--- src/obi_pkg.sv ---
//--------------------------------------------------------------------------
// Vector types shared by the OBI data and instruction ports
//--------------------------------------------------------------------------

package obi_pkg;

    // Byte address as seen on the bus
    typedef logic [31:0] addr_t;

    // One bus word, read or write payload
    typedef logic [31:0] data_t;

    // Byte enables, one per byte lane of data_t
    typedef logic [3:0] be_t;

    // Hart id handed to the surrounding core
    typedef logic [31:0] hartid_t;

endpackage : obi_pkg

--- src/subsys_pkg.sv ---
//--------------------------------------------------------------------------
// Register map, fetch FSM states and reset values of the subsystem
//--------------------------------------------------------------------------

package subsys_pkg;

    // Index into the control register block
    typedef logic [1:0] cfg_addr_t;

    // Control register map
    typedef enum logic [1:0] {
        REG_BOOT_ADDR = 2'd0,
        REG_FETCH_EN  = 2'd1,
        REG_MHARTID   = 2'd2,
        REG_ALERT     = 2'd3
    } cfg_reg_e;

    // Instruction fetch controller states
    typedef enum logic [1:0] {
        IDLE,
        RUN,
        DRAIN
    } fetch_state_e;

    // Reset values
    localparam logic [31:0] BOOT_ADDR_RST = 32'h0000_0080;
    localparam logic        FETCH_EN_RST  = 1'b0;
    localparam logic [31:0] MHARTID_RST   = 32'h0000_0000;
    localparam logic        ALERT_RST     = 1'b0;

endpackage : subsys_pkg
--- src/core_cntrl_regs.sv ---
//--------------------------------------------------------------------------
// Control and status registers: boot address, fetch enable, hart id, alert
//--------------------------------------------------------------------------

`timescale 1ns/1ns

module core_cntrl_regs
    import obi_pkg::*;
    import subsys_pkg::*;
(
    input  logic      clk_i,
    input  logic      rst_n_i,

    // Configuration port
    input  logic      cfg_we_i,
    input  cfg_addr_t cfg_addr_i,
    input  data_t     cfg_wdata_i,
    output data_t     cfg_rdata_o,

    // Alert status from the integrity checker
    input  logic      alert_major_i,

    // Register outputs
    output addr_t     boot_addr_o,
    output logic      fetch_en_o,
    output hartid_t   mhartid_o,
    output logic      alert_clr_o
);

    addr_t   boot_addr_q;
    logic    fetch_en_q;
    hartid_t mhartid_q;

    // Write decode, takes effect on the next edge
    always_ff @(posedge clk_i or negedge rst_n_i) begin
        if (!rst_n_i) begin
            boot_addr_q <= BOOT_ADDR_RST;
            fetch_en_q  <= FETCH_EN_RST;
            mhartid_q   <= MHARTID_RST;
        end else if (cfg_we_i) begin
            case (cfg_reg_e'(cfg_addr_i))
                REG_BOOT_ADDR: boot_addr_q <= cfg_wdata_i;
                REG_FETCH_EN:  fetch_en_q  <= cfg_wdata_i[0];
                REG_MHARTID:   mhartid_q   <= cfg_wdata_i;
                // Alert register has no storage here, see clear pulse
                default: ;
            endcase
        end
    end

    // Write-one-to-clear on alert bit 0
    // Lasts as long as the write strobe, one cycle per write
    assign alert_clr_o = cfg_we_i && (cfg_reg_e'(cfg_addr_i) == REG_ALERT) && cfg_wdata_i[0];

    // Read mux follows the address with no register stage
    always_comb begin
        cfg_rdata_o = '0;
        case (cfg_reg_e'(cfg_addr_i))
            REG_BOOT_ADDR: cfg_rdata_o = boot_addr_q;
            REG_FETCH_EN:  cfg_rdata_o = {31'b0, fetch_en_q};
            REG_MHARTID:   cfg_rdata_o = mhartid_q;
            REG_ALERT:     cfg_rdata_o = {31'b0, alert_major_i};
            default:       cfg_rdata_o = '0;
        endcase
    end

    assign boot_addr_o = boot_addr_q;
    assign fetch_en_o  = fetch_en_q;
    assign mhartid_o   = mhartid_q;

endmodule : core_cntrl_regs

--- config.mk ---
export PLATFORM = sky130hd
export DESIGN_NAME = core_cntrl_regs
export DESIGN_NICKNAME = d
export VERILOG_FILES = /design/src/obi_pkg.sv /design/src/subsys_pkg.sv /design/src/core_cntrl_regs.sv
export SDC_FILE = /design/constraint.sdc
export NUM_CORES = 1
export LEC_CHECK = 0
export BUFFER_PORTS_ARGS = -buffer_cell sky130_fd_sc_hd__buf_2
export CORE_MARGIN = 2
export CORE_UTILIZATION = 42
export DETAILED_ROUTE_END_ITERATION = 16
export PLACE_DENSITY = 0.76
export SETUP_SLACK_MARGIN = 0.02
export SYNTH_ARGS = -nofsm -noshare
export SYNTH_HDL_FRONTEND = slang
export SYNTH_SLANG_ARGS = --single-unit
--- constraint.sdc ---
create_clock -name clk_i -period 1.05 [get_ports clk_i]
set_input_delay 0.21 -clock clk_i [delete_from_list [all_inputs] [get_ports clk_i]]
set_output_delay 0.21 -clock clk_i [all_outputs]
set_load 0.005 [all_outputs]
**Word level (Yosys, flattened, before mapping)**

Index checks and enable logic that the tools add are counted.
Widths: inputs -> output; s select.

- Register bits: 65
- Input bits: 38

- Eq/ne operators: 3
- Muxes and demuxes: 1
- Reductions and logical operators: 6

Operators by type and width:

| kind | count |
|---|---|
| $pmux 32 s4 | 1 |
| $reduce_and 2->1 | 3 |
| $eq 2x2->1 const B | 2 |
| $eq 2x1->1 const B | 1 |
| $logic_and 1x1->1 | 2 |
| $logic_not 2->1 | 1 |

**Logic depth before layout (Yosys ltp)**

- Depth after elaboration: 3
- Depth in mapped cells: 4
- Mapped depth without buffers: 2

**Worst setup path before layout**

No wires, ideal clock.

- Path kind: input to register
- Start: in cfg_addr_i[0]
- End: reg boot_addr_q[0], in the netlist boot_addr_o[0]
- Arrival: 1.165 ns
- Data required time: 0.925 ns
- Path slack: -0.239 ns
- Cell stages on the path: 4
- Path buffers: 2
- Cells stage by stage: buf_2 nor3b_4 buf_6 mux2_2

- Longest elaborated chain between the ends: 2

Ends and longest elaborated chain:

| item | line | source |
|---|---|---|
| from (decl) | core_cntrl_regs.sv:16 | `input cfg_addr_t cfg_addr_i,` |
| $logic_not 2->1 | core_cntrl_regs.sv:41 | `case (cfg_reg_e'(cfg_addr_i))` |
| $reduce_and 2->1 (no line) | n/a |  |
| to (signal assigned) | core_cntrl_regs.sv:42 | `REG_BOOT_ADDR: boot_addr_q <= cfg_wdata_i;` |
| to (decl) | core_cntrl_regs.sv:30 | `addr_t boot_addr_q;` |

No other way between the ends.
A chain may end at the register's enable or synchronous reset.

**Worst setup path after layout**

- Start: reg mhartid_q[0], in the netlist mhartid_o[0]
- End: out cfg_rdata_o[0]

- Longest elaborated chain between the ends: 1

Ends and longest elaborated chain:

| item | line | source |
|---|---|---|
| from (decl) | core_cntrl_regs.sv:32 | `hartid_t mhartid_q;` |
| from (signal assigned) | core_cntrl_regs.sv:44 | `REG_MHARTID: mhartid_q <= cfg_wdata_i;` |
| $pmux 32 s4 | core_cntrl_regs.sv:58 | `case (cfg_reg_e'(cfg_addr_i))` |
| to (decl) | core_cntrl_regs.sv:18 | `output data_t cfg_rdata_o,` |

No other way between the ends.

==> impl_metrics.tcl <==
set metrics [dict create \
    die_h_um 87.9 \
    cts_root_buffer "clkbuf_8" \
    yosysWarningCount 0 \
    dr_total_vias 2556 \
    grt_first_pass_wirelength_mm 13.4 \
    cts_buffers 9 \
    cts_buffer_depth 2 \
    yosysTopAreaCell "dfrtp_1" \
    fin_cells 528 \
    r2r_end "mhartid_o[0]$_DFFE_PN0P_" \
    cts_tree "yes" \
    ant_nets 0 \
    synth_cells 211 \
    dpl.hpwl_mm 4.96 \
    rows 30 \
    drc_errors 0 \
    worstMarginPinSlew_ns 0.195 \
    hold_viol_final 0 \
    initial_utilization_pct 43.5 \
    grt_usage_pct 22.7 \
    synth_xor_area_share_pct 0 \
    synth_nets 249 \
    fillers 435 \
    drt-pass1-iter-count 4 \
    htreeDepth 3 \
    min_to "boot_addr_o[27]$_DFFE_PN0P_" \
    clk_pin_slew_ns 0.07 \
    leakagePower_nw 2.63 \
    min_path_type "in2reg" \
    synth-simple-area-share_pct 5.80 \
    avgSynthCellArea_um2 14.0 \
    reg2reg_depth 5 \
    required_ns 0.84 \
    fin_skew_ns 0 \
    final_cell_mix "buf_6 (99), buf_2 (87), dfrtp_1 (64)" \
    setup_viol 98 \
    cts.sinks 65 \
    min_period_ns 1.51 \
    drt-initial-drc-count 54 \
    fmax_mhz 663 \
    insertion_delay_ns 0.32 \
    synth_top_cell_area_share_pct 54.2 \
    max_slew_margin_pct 86.6 \
    synth_fa_ha_area_share_pct 0 \
    synth.area.mux_share_pct 36.0 \
    fin_util_pct 76.0 \
    wl_per_cell_um 17.0 \
    yosysSeqAreaShare_pct 55.1 \
    grt_overflow 0 \
    final_cell_area_mm2 0.00516 \
    startpoint_type "flip-flop" \
    via_per_inst 4.84 \
    ir_drop_mv 1.17 \
    first_global_vias 2693 \
    synth_top_family_by_area "multiplexers" \
    wirelength_mm 8.98 \
    worst_slack_ns -0.458 \
    drive_gt1_share_pct 69.7 \
    synth-compound-area-share_pct 0 \
    r2r_start "mhartid_o[0]$_DFFE_PN0P_" \
    core_region_area_mm2 0.00679 \
    reg2reg_setup_slack_ns -0.16 \
    violations "negative setup slack" \
    synthTopCellsByArea "dfrtp_1 (54%), mux2_2 (23%), mux2i_1 (10%), nor2_1 (3.9%), buf_6 (1.5%)" \
    netlist_area_mm2 0.00296 \
    crit_fanout 2 \
    outcome "finished, violations left" \
    final_common_cell "buf_6" \
    antenna_found_initial 0 \
    dp_slack_ns -0.299 \
    whs_path_depth 2 \
    die_w_um 87.9 \
    hp-start "cfg_wdata_i[27]" \
    final_max_slew_viol_count 0 \
    postPlaceCellArea_mm2 0.00386 \
    areaGrowthSynthToFinish_pct 74.8 \
    synth_cell_types 14 \
    drv_cap 0 \
    dp_cells 444 \
    fin_crit_sh_pct 144 \
    gp_congestion 0.717 \
    holdWs_ns 0.117 \
    rsz0062_at_grt "true" \
    arrival_ns 1.30 \
    path_class "reg2out" \
    pin_count 136 \
    io_buffer_count 135 \
    critPathCaptureType "output pin" \
    n_antenna_cell 0 \
    powerDensity_mw_per_mm2 1760 \
    power_mw 9.10 \
    die_area_mm2 0.00772 \
    final_nets 465 \
    finalSetupTns_ns -13.11 \
    grt_start_max_net_pins 35 \
    synth_seq_cells 65 \
]
==> routing by layer <==
metal / vias to the layer above / part of all wire (%) / routed length (um) / global-route usage, %
met4: 0 / 1.5 / 136 / 8.53
met3: 14 / 4.6 / 409 / 3.86
met1: 1281 / 39 / 3540 / 26.3
li1: 1173 / - / - / -
met5: - / 0 / 0 / 0
met2: 88 / 55 / 4900 / 41.9
==> synth_stat cells <==
master    number
dfrtp_1       64
mux2_2        61
mux2i_1       31
nor2_1        31
buf_2          7
buf_6          4
mux2_1         4
clkbuf_1       3
and4_1         1
dfstp_2        1
mux4_2         1
nand3b_1       1
nand3b_4       1
nor3b_4        1
==> registers in the layout (all words and copies together) (netlist names) <==
register,count
boot_addr_o,32
mhartid_o,32
fetch_en_o,1
==> area by class of cell <==
class / count / area [um2] / share of cell area [%]
Tap cell: 96 / 120 / 2.33
Clock buffer: 15 / 196 / 3.80
Multi-Input combinational cell: 132 / 1260 / 24.4
Timing Repair Buffer: 219 / 1930 / 37.3
Clock inverter: 1 / 30.0 / 0.581
Sequential cell: 65 / 1630 / 31.5
==> how the worst max path moves through the flow <==
stage | from | end | depth (start not counted)
after floorplan | cfg_addr_i[0] | boot_addr_o[0]$_DFFE_PN0P_ | 4
after global placement | cfg_addr_i[1] | cfg_rdata_o[0] | 4
after detailed placement | cfg_addr_i[0] | boot_addr_o[18]$_DFFE_PN0P_ | 4
after CTS | mhartid_o[0]$_DFFE_PN0P_ | cfg_rdata_o[0] | 2
after global routing | fetch_en_o$_DFFE_PN0P_ | cfg_rdata_o[0] | 2
final | mhartid_o[0]$_DFFE_PN0P_ | cfg_rdata_o[0] | 2
==> worst max-delay path: stages, from the launching register on <==
cell	delay [ns]
dfrtp_1	0.39
mux4_2	0.45
buf_2	0.14
==> cell families after synthesis <==
logic type,after synthesis
flip-flops,65
multiplexers,97
AND/OR/NAND/NOR,35
buffers and inverters,14
==> timing repair <==
action / 4_1_cts / 5_1_grt
gates resized for setup: 94 / 27
setup buffers: 51 / 26
hold buffers: 1 / 0
pin swaps: 0 / 5
endpoints found under the setup margin: 98 / 101
endpoints found under the hold margin: 64 / 0
gates cloned: 1 / 0
==> report_power, final <==
group	internal (mW)	switching (mW)	total [mW]	leakage, nW
combinational	2.28	1.13	3.41	1.75
clock	1.42	0.913	2.34	0.116
sequential	2.99	0.365	3.35	0.768
total	6.70	2.41	9.10	2.63
Note: power is estimated with default switching activity, not from simulation.
