$ cat src/obi_pkg.sv
//--------------------------------------------------------------------------
// Vector types shared by the OBI data and instruction ports
//--------------------------------------------------------------------------

package obi_pkg;

    // Byte address as seen on the bus
    typedef logic [31:0] addr_t;

    // One bus word, read or write payload
    typedef logic [31:0] data_t;

    // Byte enables, one per byte lane of data_t
    typedef logic [3:0] be_t;

    // Hart id handed to the surrounding core
    typedef logic [31:0] hartid_t;

endpackage : obi_pkg

$ cat src/subsys_pkg.sv
//--------------------------------------------------------------------------
// Register map, fetch FSM states and reset values of the subsystem
//--------------------------------------------------------------------------

package subsys_pkg;

    // Index into the control register block
    typedef logic [1:0] cfg_addr_t;

    // Control register map
    typedef enum logic [1:0] {
        REG_BOOT_ADDR = 2'd0,
        REG_FETCH_EN  = 2'd1,
        REG_MHARTID   = 2'd2,
        REG_ALERT     = 2'd3
    } cfg_reg_e;

    // Instruction fetch controller states
    typedef enum logic [1:0] {
        IDLE,
        RUN,
        DRAIN
    } fetch_state_e;

    // Reset values
    localparam logic [31:0] BOOT_ADDR_RST = 32'h0000_0080;
    localparam logic        FETCH_EN_RST  = 1'b0;
    localparam logic [31:0] MHARTID_RST   = 32'h0000_0000;
    localparam logic        ALERT_RST     = 1'b0;

endpackage : subsys_pkg
$ cat src/instr_fetch.sv
//--------------------------------------------------------------------------
// OBI instruction fetch requester with a bounded number of reads in flight
//--------------------------------------------------------------------------

`timescale 1ns/1ns

module instr_fetch
    import obi_pkg::*;
    import subsys_pkg::*;
#(
    parameter int MAX_OUTSTANDING = 2
) (
    input  logic  clk_i,
    input  logic  rst_n_i,

    // Control
    input  logic  fetch_en_i,
    input  addr_t boot_addr_i,

    // OBI instruction requester, read only
    output logic  instr_req_o,
    output addr_t instr_addr_o,
    input  logic  instr_gnt_i,
    input  logic  instr_rvalid_i,
    input  data_t instr_rdata_i,

    // Fetched instruction stream, never stalled
    output logic  fetch_valid_o,
    output addr_t fetch_addr_o,
    output data_t fetch_rdata_o,
    output logic  fetch_idle_o
);

    localparam int PTR_W = (MAX_OUTSTANDING > 1) ? $clog2(MAX_OUTSTANDING) : 1;
    localparam int CNT_W = $clog2(MAX_OUTSTANDING + 1);

    fetch_state_e     state_q;
    fetch_state_e     state_d;
    addr_t            next_addr_q;
    logic [CNT_W-1:0] out_cnt_q;
    logic [PTR_W-1:0] wr_ptr_q;
    logic [PTR_W-1:0] rd_ptr_q;
    logic             req_granted;

    // Addresses of granted reads, oldest at rd_ptr_q
    addr_t            addr_fifo [MAX_OUTSTANDING];

    // Pointer step with wrap at the FIFO depth
    function automatic logic [PTR_W-1:0] ptr_inc(input logic [PTR_W-1:0] ptr);
        logic [PTR_W-1:0] nxt;
        if (ptr == PTR_W'(MAX_OUTSTANDING - 1)) begin
            nxt = '0;
        end else begin
            nxt = ptr + 1'b1;
        end
        return nxt;
    endfunction

    // ------------------------------------------------------------------------
    // Request side
    // ------------------------------------------------------------------------

    // No new request once enable drops, even if one was pending
    assign instr_req_o  = (state_q == RUN) && fetch_en_i &&
                          (out_cnt_q < CNT_W'(MAX_OUTSTANDING));
    assign instr_addr_o = next_addr_q;
    assign req_granted  = instr_req_o && instr_gnt_i;

    // FSM next state
    always_comb begin
        state_d = state_q;
        case (state_q)
            IDLE: begin
                if (fetch_en_i) begin
                    state_d = RUN;
                end
            end
            RUN: begin
                if (!fetch_en_i) begin
                    state_d = DRAIN;
                end
            end
            DRAIN: begin
                // Wait until every granted read has come back
                if (out_cnt_q == '0) begin
                    state_d = IDLE;
                end
            end
            default: state_d = IDLE;
        endcase
    end

    always_ff @(posedge clk_i or negedge rst_n_i) begin
        if (!rst_n_i) begin
            state_q     <= IDLE;
            next_addr_q <= '0;
            out_cnt_q   <= '0;
            wr_ptr_q    <= '0;
            rd_ptr_q    <= '0;
        end else begin
            state_q <= state_d;
            // Every start from IDLE reloads the boot address
            if ((state_q == IDLE) && fetch_en_i) begin
                next_addr_q <= boot_addr_i;
            end else if (req_granted) begin
                next_addr_q <= next_addr_q + addr_t'(4);
            end
            // Outstanding count, grant in and response out
            case ({req_granted, instr_rvalid_i})
                2'b10:   out_cnt_q <= out_cnt_q + 1'b1;
                2'b01:   out_cnt_q <= out_cnt_q - 1'b1;
                default: ;
            endcase
            if (req_granted) begin
                wr_ptr_q <= ptr_inc(wr_ptr_q);
            end
            if (instr_rvalid_i) begin
                rd_ptr_q <= ptr_inc(rd_ptr_q);
            end
        end
    end

    always_ff @(posedge clk_i) begin
        if (req_granted) begin
            addr_fifo[wr_ptr_q] <= next_addr_q;
        end
    end

    // ------------------------------------------------------------------------
    // Response side
    // ------------------------------------------------------------------------

    // Responses arrive in order, so the FIFO head is the matching address
    assign fetch_valid_o = instr_rvalid_i;
    assign fetch_addr_o  = addr_fifo[rd_ptr_q];
    assign fetch_rdata_o = instr_rdata_i;
    assign fetch_idle_o  = (state_q == IDLE);

endmodule : instr_fetch

$ cat config.mk
export PLATFORM = sky130hd
export DESIGN_NAME = instr_fetch
export DESIGN_NICKNAME = d
export VERILOG_FILES = /design/src/obi_pkg.sv /design/src/subsys_pkg.sv /design/src/instr_fetch.sv
export SDC_FILE = /design/constraint.sdc
export NUM_CORES = 1
export LEC_CHECK = 0
export BUFFER_PORTS_ARGS = -buffer_cell sky130_fd_sc_hd__buf_2
export CAP_MARGIN = 20
export CELL_PAD_IN_SITES_DETAIL_PLACEMENT = 0
export CELL_PAD_IN_SITES_GLOBAL_PLACEMENT = 1
export CORE_MARGIN = 1
export CORE_UTILIZATION = 35
export CTS_BUF_LIST = sky130_fd_sc_hd__clkbuf_8 sky130_fd_sc_hd__clkbuf_16
export DETAILED_ROUTE_END_ITERATION = 7
export PLACE_DENSITY = 0.84
export SLEW_MARGIN = 25
export SYNTH_ARGS = -nofsm -noshare
export SYNTH_HDL_FRONTEND = slang
export SYNTH_SLANG_ARGS = --single-unit
export TNS_END_PERCENT = 30
$ cat constraint.sdc
create_clock -name clk_i -period 2.7 [get_ports clk_i]
set_input_delay 0.135 -clock clk_i [delete_from_list [all_inputs] [get_ports clk_i]]
set_output_delay 0.135 -clock clk_i [all_outputs]
set_load 0.01 [all_outputs]
Word level (Yosys, flattened, before mapping)
Memories as Yosys holds them, arrays and structs flattened. Index checks and enable logic that the tools add are counted. W data, S select, Z words.

$add $sub $neg: 5. Equal/unequal tests: 7. Mux-type cells: 11. $lt $le $gt $ge: 1. Reductions and logical operators: 9.

Operators with widths (number): $mux W32 (2); $add A32 B3 Y32 const B (1); $mux W2 (3); $ne A2 B2 Y1 const B (3); $pmux W2 S3 (1); $eq A2 B1 Y1 const B (2); $eq A2 B2 Y1 const B (2); $logic_and A1 B1 Y1 (4); $logic_not A2 Y1 (2); $mux W1 (4); $pmux W2 S2 (1); $reduce_bool A2 Y1 (2); $reduce_and A3 Y1 (1); $add A1 B1 Y1 const B (2); $add A2 B1 Y2 const B (1); $lt A2 B2 Y1 const B (1); $sub A2 B1 Y2 const B (1).

Input bits: 69. Memories kept: 1. Register bits after elaboration: 38. Word-level logic and storage cells: 39. RAM bits: 64. Output and inout bits: 99.

Memories: addr_fifo (words 2, width 32, rd ports 1, clocked after Yosys merged registers in 0, wr ports 1, RTL line instr_fetch.sv:46) `addr_t addr_fifo [MAX_OUTSTANDING];`.

Logic depth before layout (Yosys ltp)
Depth after elaboration: 6. Depth in mapped cells: 8. Depth with buffers taken out: 7.

Worst setup path before layout
OpenSTA, ideal clock, no wires.

Path type: register -> register. Start point: register state_q[1]. End point: memory addr_fifo[0][0] (netlist name) (enable). Clock period less this slack: 2.922 ns. Arrival time: 2.501 ns. Required time: 2.279 ns. Slack: -0.222 ns. Library setup time: 0.421 ns. Stages on the path, launching flop included: 6. Buffers on the path: 1. Path through: dfrtp_1 -> and4bb_2 -> and2_1 -> buf_2 -> inv_2 -> nor2_1.

Word-level cells in the longest chain between the ends: 6.

Ends and longest elaborated chain: start, declared (RTL line instr_fetch.sv:37) `fetch_state_e state_q;`; start signal, assigned (RTL line instr_fetch.sv:101) `state_q <= state_d;`; $eq A2 B1 Y1 (RTL line instr_fetch.sv:64) `assign instr_req_o = (state_q == RUN) && fetch_en_i &&`; $logic_and A1 B1 Y1 (2 in series) (RTL line instr_fetch.sv:64); net instr_req_o (RTL line instr_fetch.sv:21) `output logic instr_req_o,`; $logic_and A1 B1 Y1 (RTL line instr_fetch.sv:67) `assign req_granted = instr_req_o && instr_gnt_i;`; $mux W1 (RTL line instr_fetch.sv:124) `if (req_granted) begin`; $mux W1 (implied by the code) (RTL line instr_fetch.sv:125) `addr_fifo[wr_ptr_q] <= next_addr_q;`; end, declared (RTL line instr_fetch.sv:46).

The timed path passes the listed nets, and every way through them passes these cells.

Worst setup path after layout
Start point: register next_addr_q[5], in the netlist instr_addr_o[5]. End point: register next_addr_q[24], in the netlist instr_addr_o[24].

Word-level cells in the longest chain between the ends: 3.

Ends and longest elaborated chain: start, declared (RTL line instr_fetch.sv:39) `addr_t next_addr_q;`; start signal, assigned (RTL line instr_fetch.sv:104) `next_addr_q <= boot_addr_i;`; start signal, assigned (RTL line instr_fetch.sv:106) `next_addr_q <= next_addr_q + addr_t'(4);`; $add A32 B3 Y32 (RTL line instr_fetch.sv:106); $mux W32 (RTL line instr_fetch.sv:105) `end else if (req_granted) begin`; $mux W32 (RTL line instr_fetch.sv:103) `if ((state_q == IDLE) && fetch_en_i) begin`.

Every way passes these cells. The select of a mux whose other input is x is not followed. A chain may end at the register's enable or synchronous reset.

==> summary.md <==
| Metric | Value |
|---|---|
| Final RePlAce weighted congestion | `0.760` |
| F_max | `458 MHz` |
| Post-synth EDFFs | `64` |
| Min-delay src | `boot_addr_i[9]` |
| Maximum VDD drop | `0.323 mV` |
| R2r setup slk | `520 ps` |
| TritonCTS clock tree | `built` |
| Hold Vio Cnt, Final | `0` |
| Worst r2r path cells | `5` |
| Slew HR | `37.5%` |
| Worst-margin pin slew | `937 ps` |
| WS Path Type | `register to register` |
| Seq. cell area | `2870 µm²` |
| Core ar. | `12700 µm²` |
| Worst EP arrival | `2430 ps` |
| Max Slew Vio Count | `0` |
| Overall routing resource usage | `15.3%` |
| Placed inst area | `5090 µm²` |
| Worst setup SP type | `register` |
| Total CTS buffers | `9` |
| Vias per inst | `4.76` |
| Netlist cell types | `39` |
| WHS Path Cells | `3` |
| Sequential cell area fraction in the yosys report | `62.5%` |
| Crit path time final | `2180 ps` |
| Worst R2R End | `instr_addr_o[24]` |
| Post-Syn Area | `4590 µm²` |
| Endpoints failing setup | `0` |
| Hold path endpoint | `instr_addr_o[9]` |
| Routed wire per std cell | `16.1 µm` |
| Vias in the first global route | `2903` |
| Syn Inst Count | `363` |
| #FFs+latches synth | `102` |
| Clock slew at reported path FFs | `70 ps` |
| Drt drc | `0` |
| Setup TNS | `0 ps` |
| Synth Flop Type | `edfxtp_1` |
| Initial DRT Pass Iterations | `4` |
| Max cap viols | `0` |
| CTS root buf | `clkbuf_16` |
| RR Startpoint | `instr_addr_o[5]` |
| Pre-CTS setup slack | `520 ps` |
| Syn. warnings | `0` |
| Syn nets | `434` |
| Leakage | `0.00208 µW` |
| Hpwl dp | `7050 µm` |
| Outcome | `completed` |
| Hold WS | `6.15 ps` |
| Clock Sink Count | `102` |
| CP delay by family, top | `simple AND/OR/NAND/NOR gates` |
| Crit share post-route | `80.8%` |
| Clk buf depth | `2` |
| Clock Latency Late Sink | `340 ps` |
| Total gr overflow | `0` |
| Fillers | `1225` |
| Clk_skew | `7.01 ps` |
| CP Data Required Time | `2950 ps` |
| Area of the multi-input gates | `1420 µm²` |
| Port Buffers | `103` |
| Worst path max stage delay | `510 ps` |
| Sequential power share | `46.8%` |
| Worst hold path class | `input pin to register` |
| Die X | `117 µm` |
| Largest net degree at the start of global routing | `45` |
| Initial Utilization | `36.1%` |
| Die area | `13600 µm²` |
| Io pins | `168` |
| Nature of the critical path endpoint | `register` |
| First-pass GRT wire length | `15100 µm` |
| Clock network power share | `24.6%` |
| Initial DRC Count | `221` |
| Fraction of registers with async set/reset | `37.3%` |
| Antenna diode instance count | `0` |
| CP Cell Sequence | `and4_4, nand4_4, nand4b_1, or3_1, a31oi_1` |
| Via count | `2932` |
| Crit-path max FO | `19` |
| Finished Cell Area | `5470 µm²` |
| Initial antenna violation count | `0` |
| RSZ-0062 raised after global routing | `false` |
| Standard-cell rows | `41` |
| Post-route setup slack | `519 ps` |
| CTS H-tree depth | `3` |
| Placed cells | `595` |
| Buf+Inv Stages, Crit Path | `0` |
| Logic pwr share | `28.5%` |
| Syn_area_per_cell | `12.7 µm²` |
| Nets | `510` |
| Final wirelength | `9940 µm` |
| Antenna-violating nets left | `0` |
| Layout cells sized above 1 | `36.3%` |
| Filler-free cell count of the finished design | `616` |
| Area Growth Syn to Fin | `19.0%` |
| Switching share of power | `33.7%` |
| Switching power | `1880 µW` |
| Die Height | `117 µm` |
| Power Dens Cells | `1020 nW/µm²` |
| CP max-delay cell | `dfrtp_1` |
| Internal power | `3700 µW` |
cell families after synthesis:
family | share of synthesized area (%)
simple gates | 12.5
flops | 62.5
buf+inv | 6.84
compound gates | 4.55
mux | 7.85
xor+xnor | 5.15
fa+ha+maj | 0.545
final cells by class:
class | instances | area share (%)
Sequential cell | 102 | 52.6
Tap cell | 172 | 3.94
Timing Repair Buffer | 112 | 11.4
Clock inverter | 6 | 1.58
Multi-Input combinational cell | 211 | 26.0
Inverter | 3 | 0.206
Clock buffer | 10 | 4.37
worst max path at each step:
stage,startpoint,end,cells past startpoint
global route,instr_addr_o[5],instr_addr_o[24],5
finish,instr_addr_o[5],instr_addr_o[24],5
floorplan,state_q[1],addr_fifo[0][0],5
CTS,state_q[1],addr_fifo[0][17],5
detailed placement,state_q[1],addr_fifo[0][5],5
global placement,state_q[1],addr_fifo[0][4],5
cell usage after synthesis, drive strengths merged, types with 3 or more instances:
| cell | number | area (µm²) |
|---|---|---|
| a31oi | 6 | 37.5 |
| nor3 | 6 | 30.0 |
| nand2 | 41 | 154 |
| xor2 | 9 | 78.8 |
| mux2 | 32 | 360 |
| and3 | 4 | 25.0 |
| or3 | 4 | 25.0 |
| and2 | 3 | 18.8 |
| clkbuf | 12 | 45.0 |
| nor2 | 22 | 82.6 |
| a21oi | 3 | 15.0 |
| dfrtp | 38 | 951 |
| edfxtp | 64 | 1920 |
| xnor2 | 18 | 158 |
| and4 | 3 | 28.8 |
| inv | 3 | 11.3 |
| buf | 35 | 258 |
| nor4 | 5 | 31.3 |
| nand4 | 8 | 71.3 |
| nand3 | 6 | 30.0 |
| o21ai | 25 | 125 |
state kept, by name, indices dropped and copies added, names as in the netlist:
signal,cells
wr_ptr_q,1
instr_addr_o,32
rd_ptr_q,1
state_q,2
addr_fifo,64
out_cnt_q,2
metal layers:
layer	routed length, µm	up-vias	GRT usage (%)
li1	-	1416	-
met1	4530	1391	19.3
met2	4620	97	24.3
met3	585	28	4.46
met4	198	0	6.92
met5	0	-	0
power by group through the flow:
| stage | combinational (µW) | clock [µW] | sequential (µW) |
|---|---|---|---|
| final | 1590 | 1370 | 2610 |
| after global placement | 1600 | 0 | 2610 |
| after global routing | 1780 | 1460 | 2670 |
| after CTS | 1630 | 1400 | 2610 |
| after detailed placement | 1610 | 0 | 2640 |
| after floorplan | 952 | 0 | 2610 |
stage by stage:
| step | total power, µW | utilization, % |
|---|---|---|
| CTS | 5640 | 43.0 |
| finish | 5580 | 43.0 |
| global route | 5920 | 43.0 |
| global placement | 4210 | 40.0 |
| floorplan | 3560 | - |
| detailed placement | 4260 | 40.0 |
worst reg2reg max path, stage by stage, from the launching register on:
cell and delay, ps:
dfrtp_1 510, and4_4 290, nand4_4 250, nand4b_1 450, or3_1 400, a31oi_1 190
repair_timing:
action	4_1_cts	5_1_grt
setup buffers	0	0
endpoints found under the setup margin	0	0
hold endpoints to repair	42	0
resized for setup	0	0
hold buffers	5	0
layout by cell type (no fill, tap or decap), types with 3 or more instances in the layout:
cell type / netlist / routed
a21oi_1: 3 / 3
nor4_1: 5 / 5
clkinvlp_4: 0 / 3
a31oi_1: 6 / 6
dfrtp_1: 38 / 38
and2_1: 3 / 3
nor2_1: 22 / 20
nand2_1: 41 / 41
nand4_1: 6 / 6
buf_2: 2 / 103
or3_1: 4 / 4
clkbuf_16: 0 / 9
mux2_2: 32 / 32
edfxtp_1: 64 / 64
o21ai_0: 24 / 24
dlygate4sd3_1: 0 / 5
nand3_1: 6 / 6
and3_1: 4 / 4
inv_1: 2 / 3
nor3_1: 6 / 6
xnor2_1: 18 / 18
xor2_1: 9 / 9
Power figures use the tool's default switching activity.
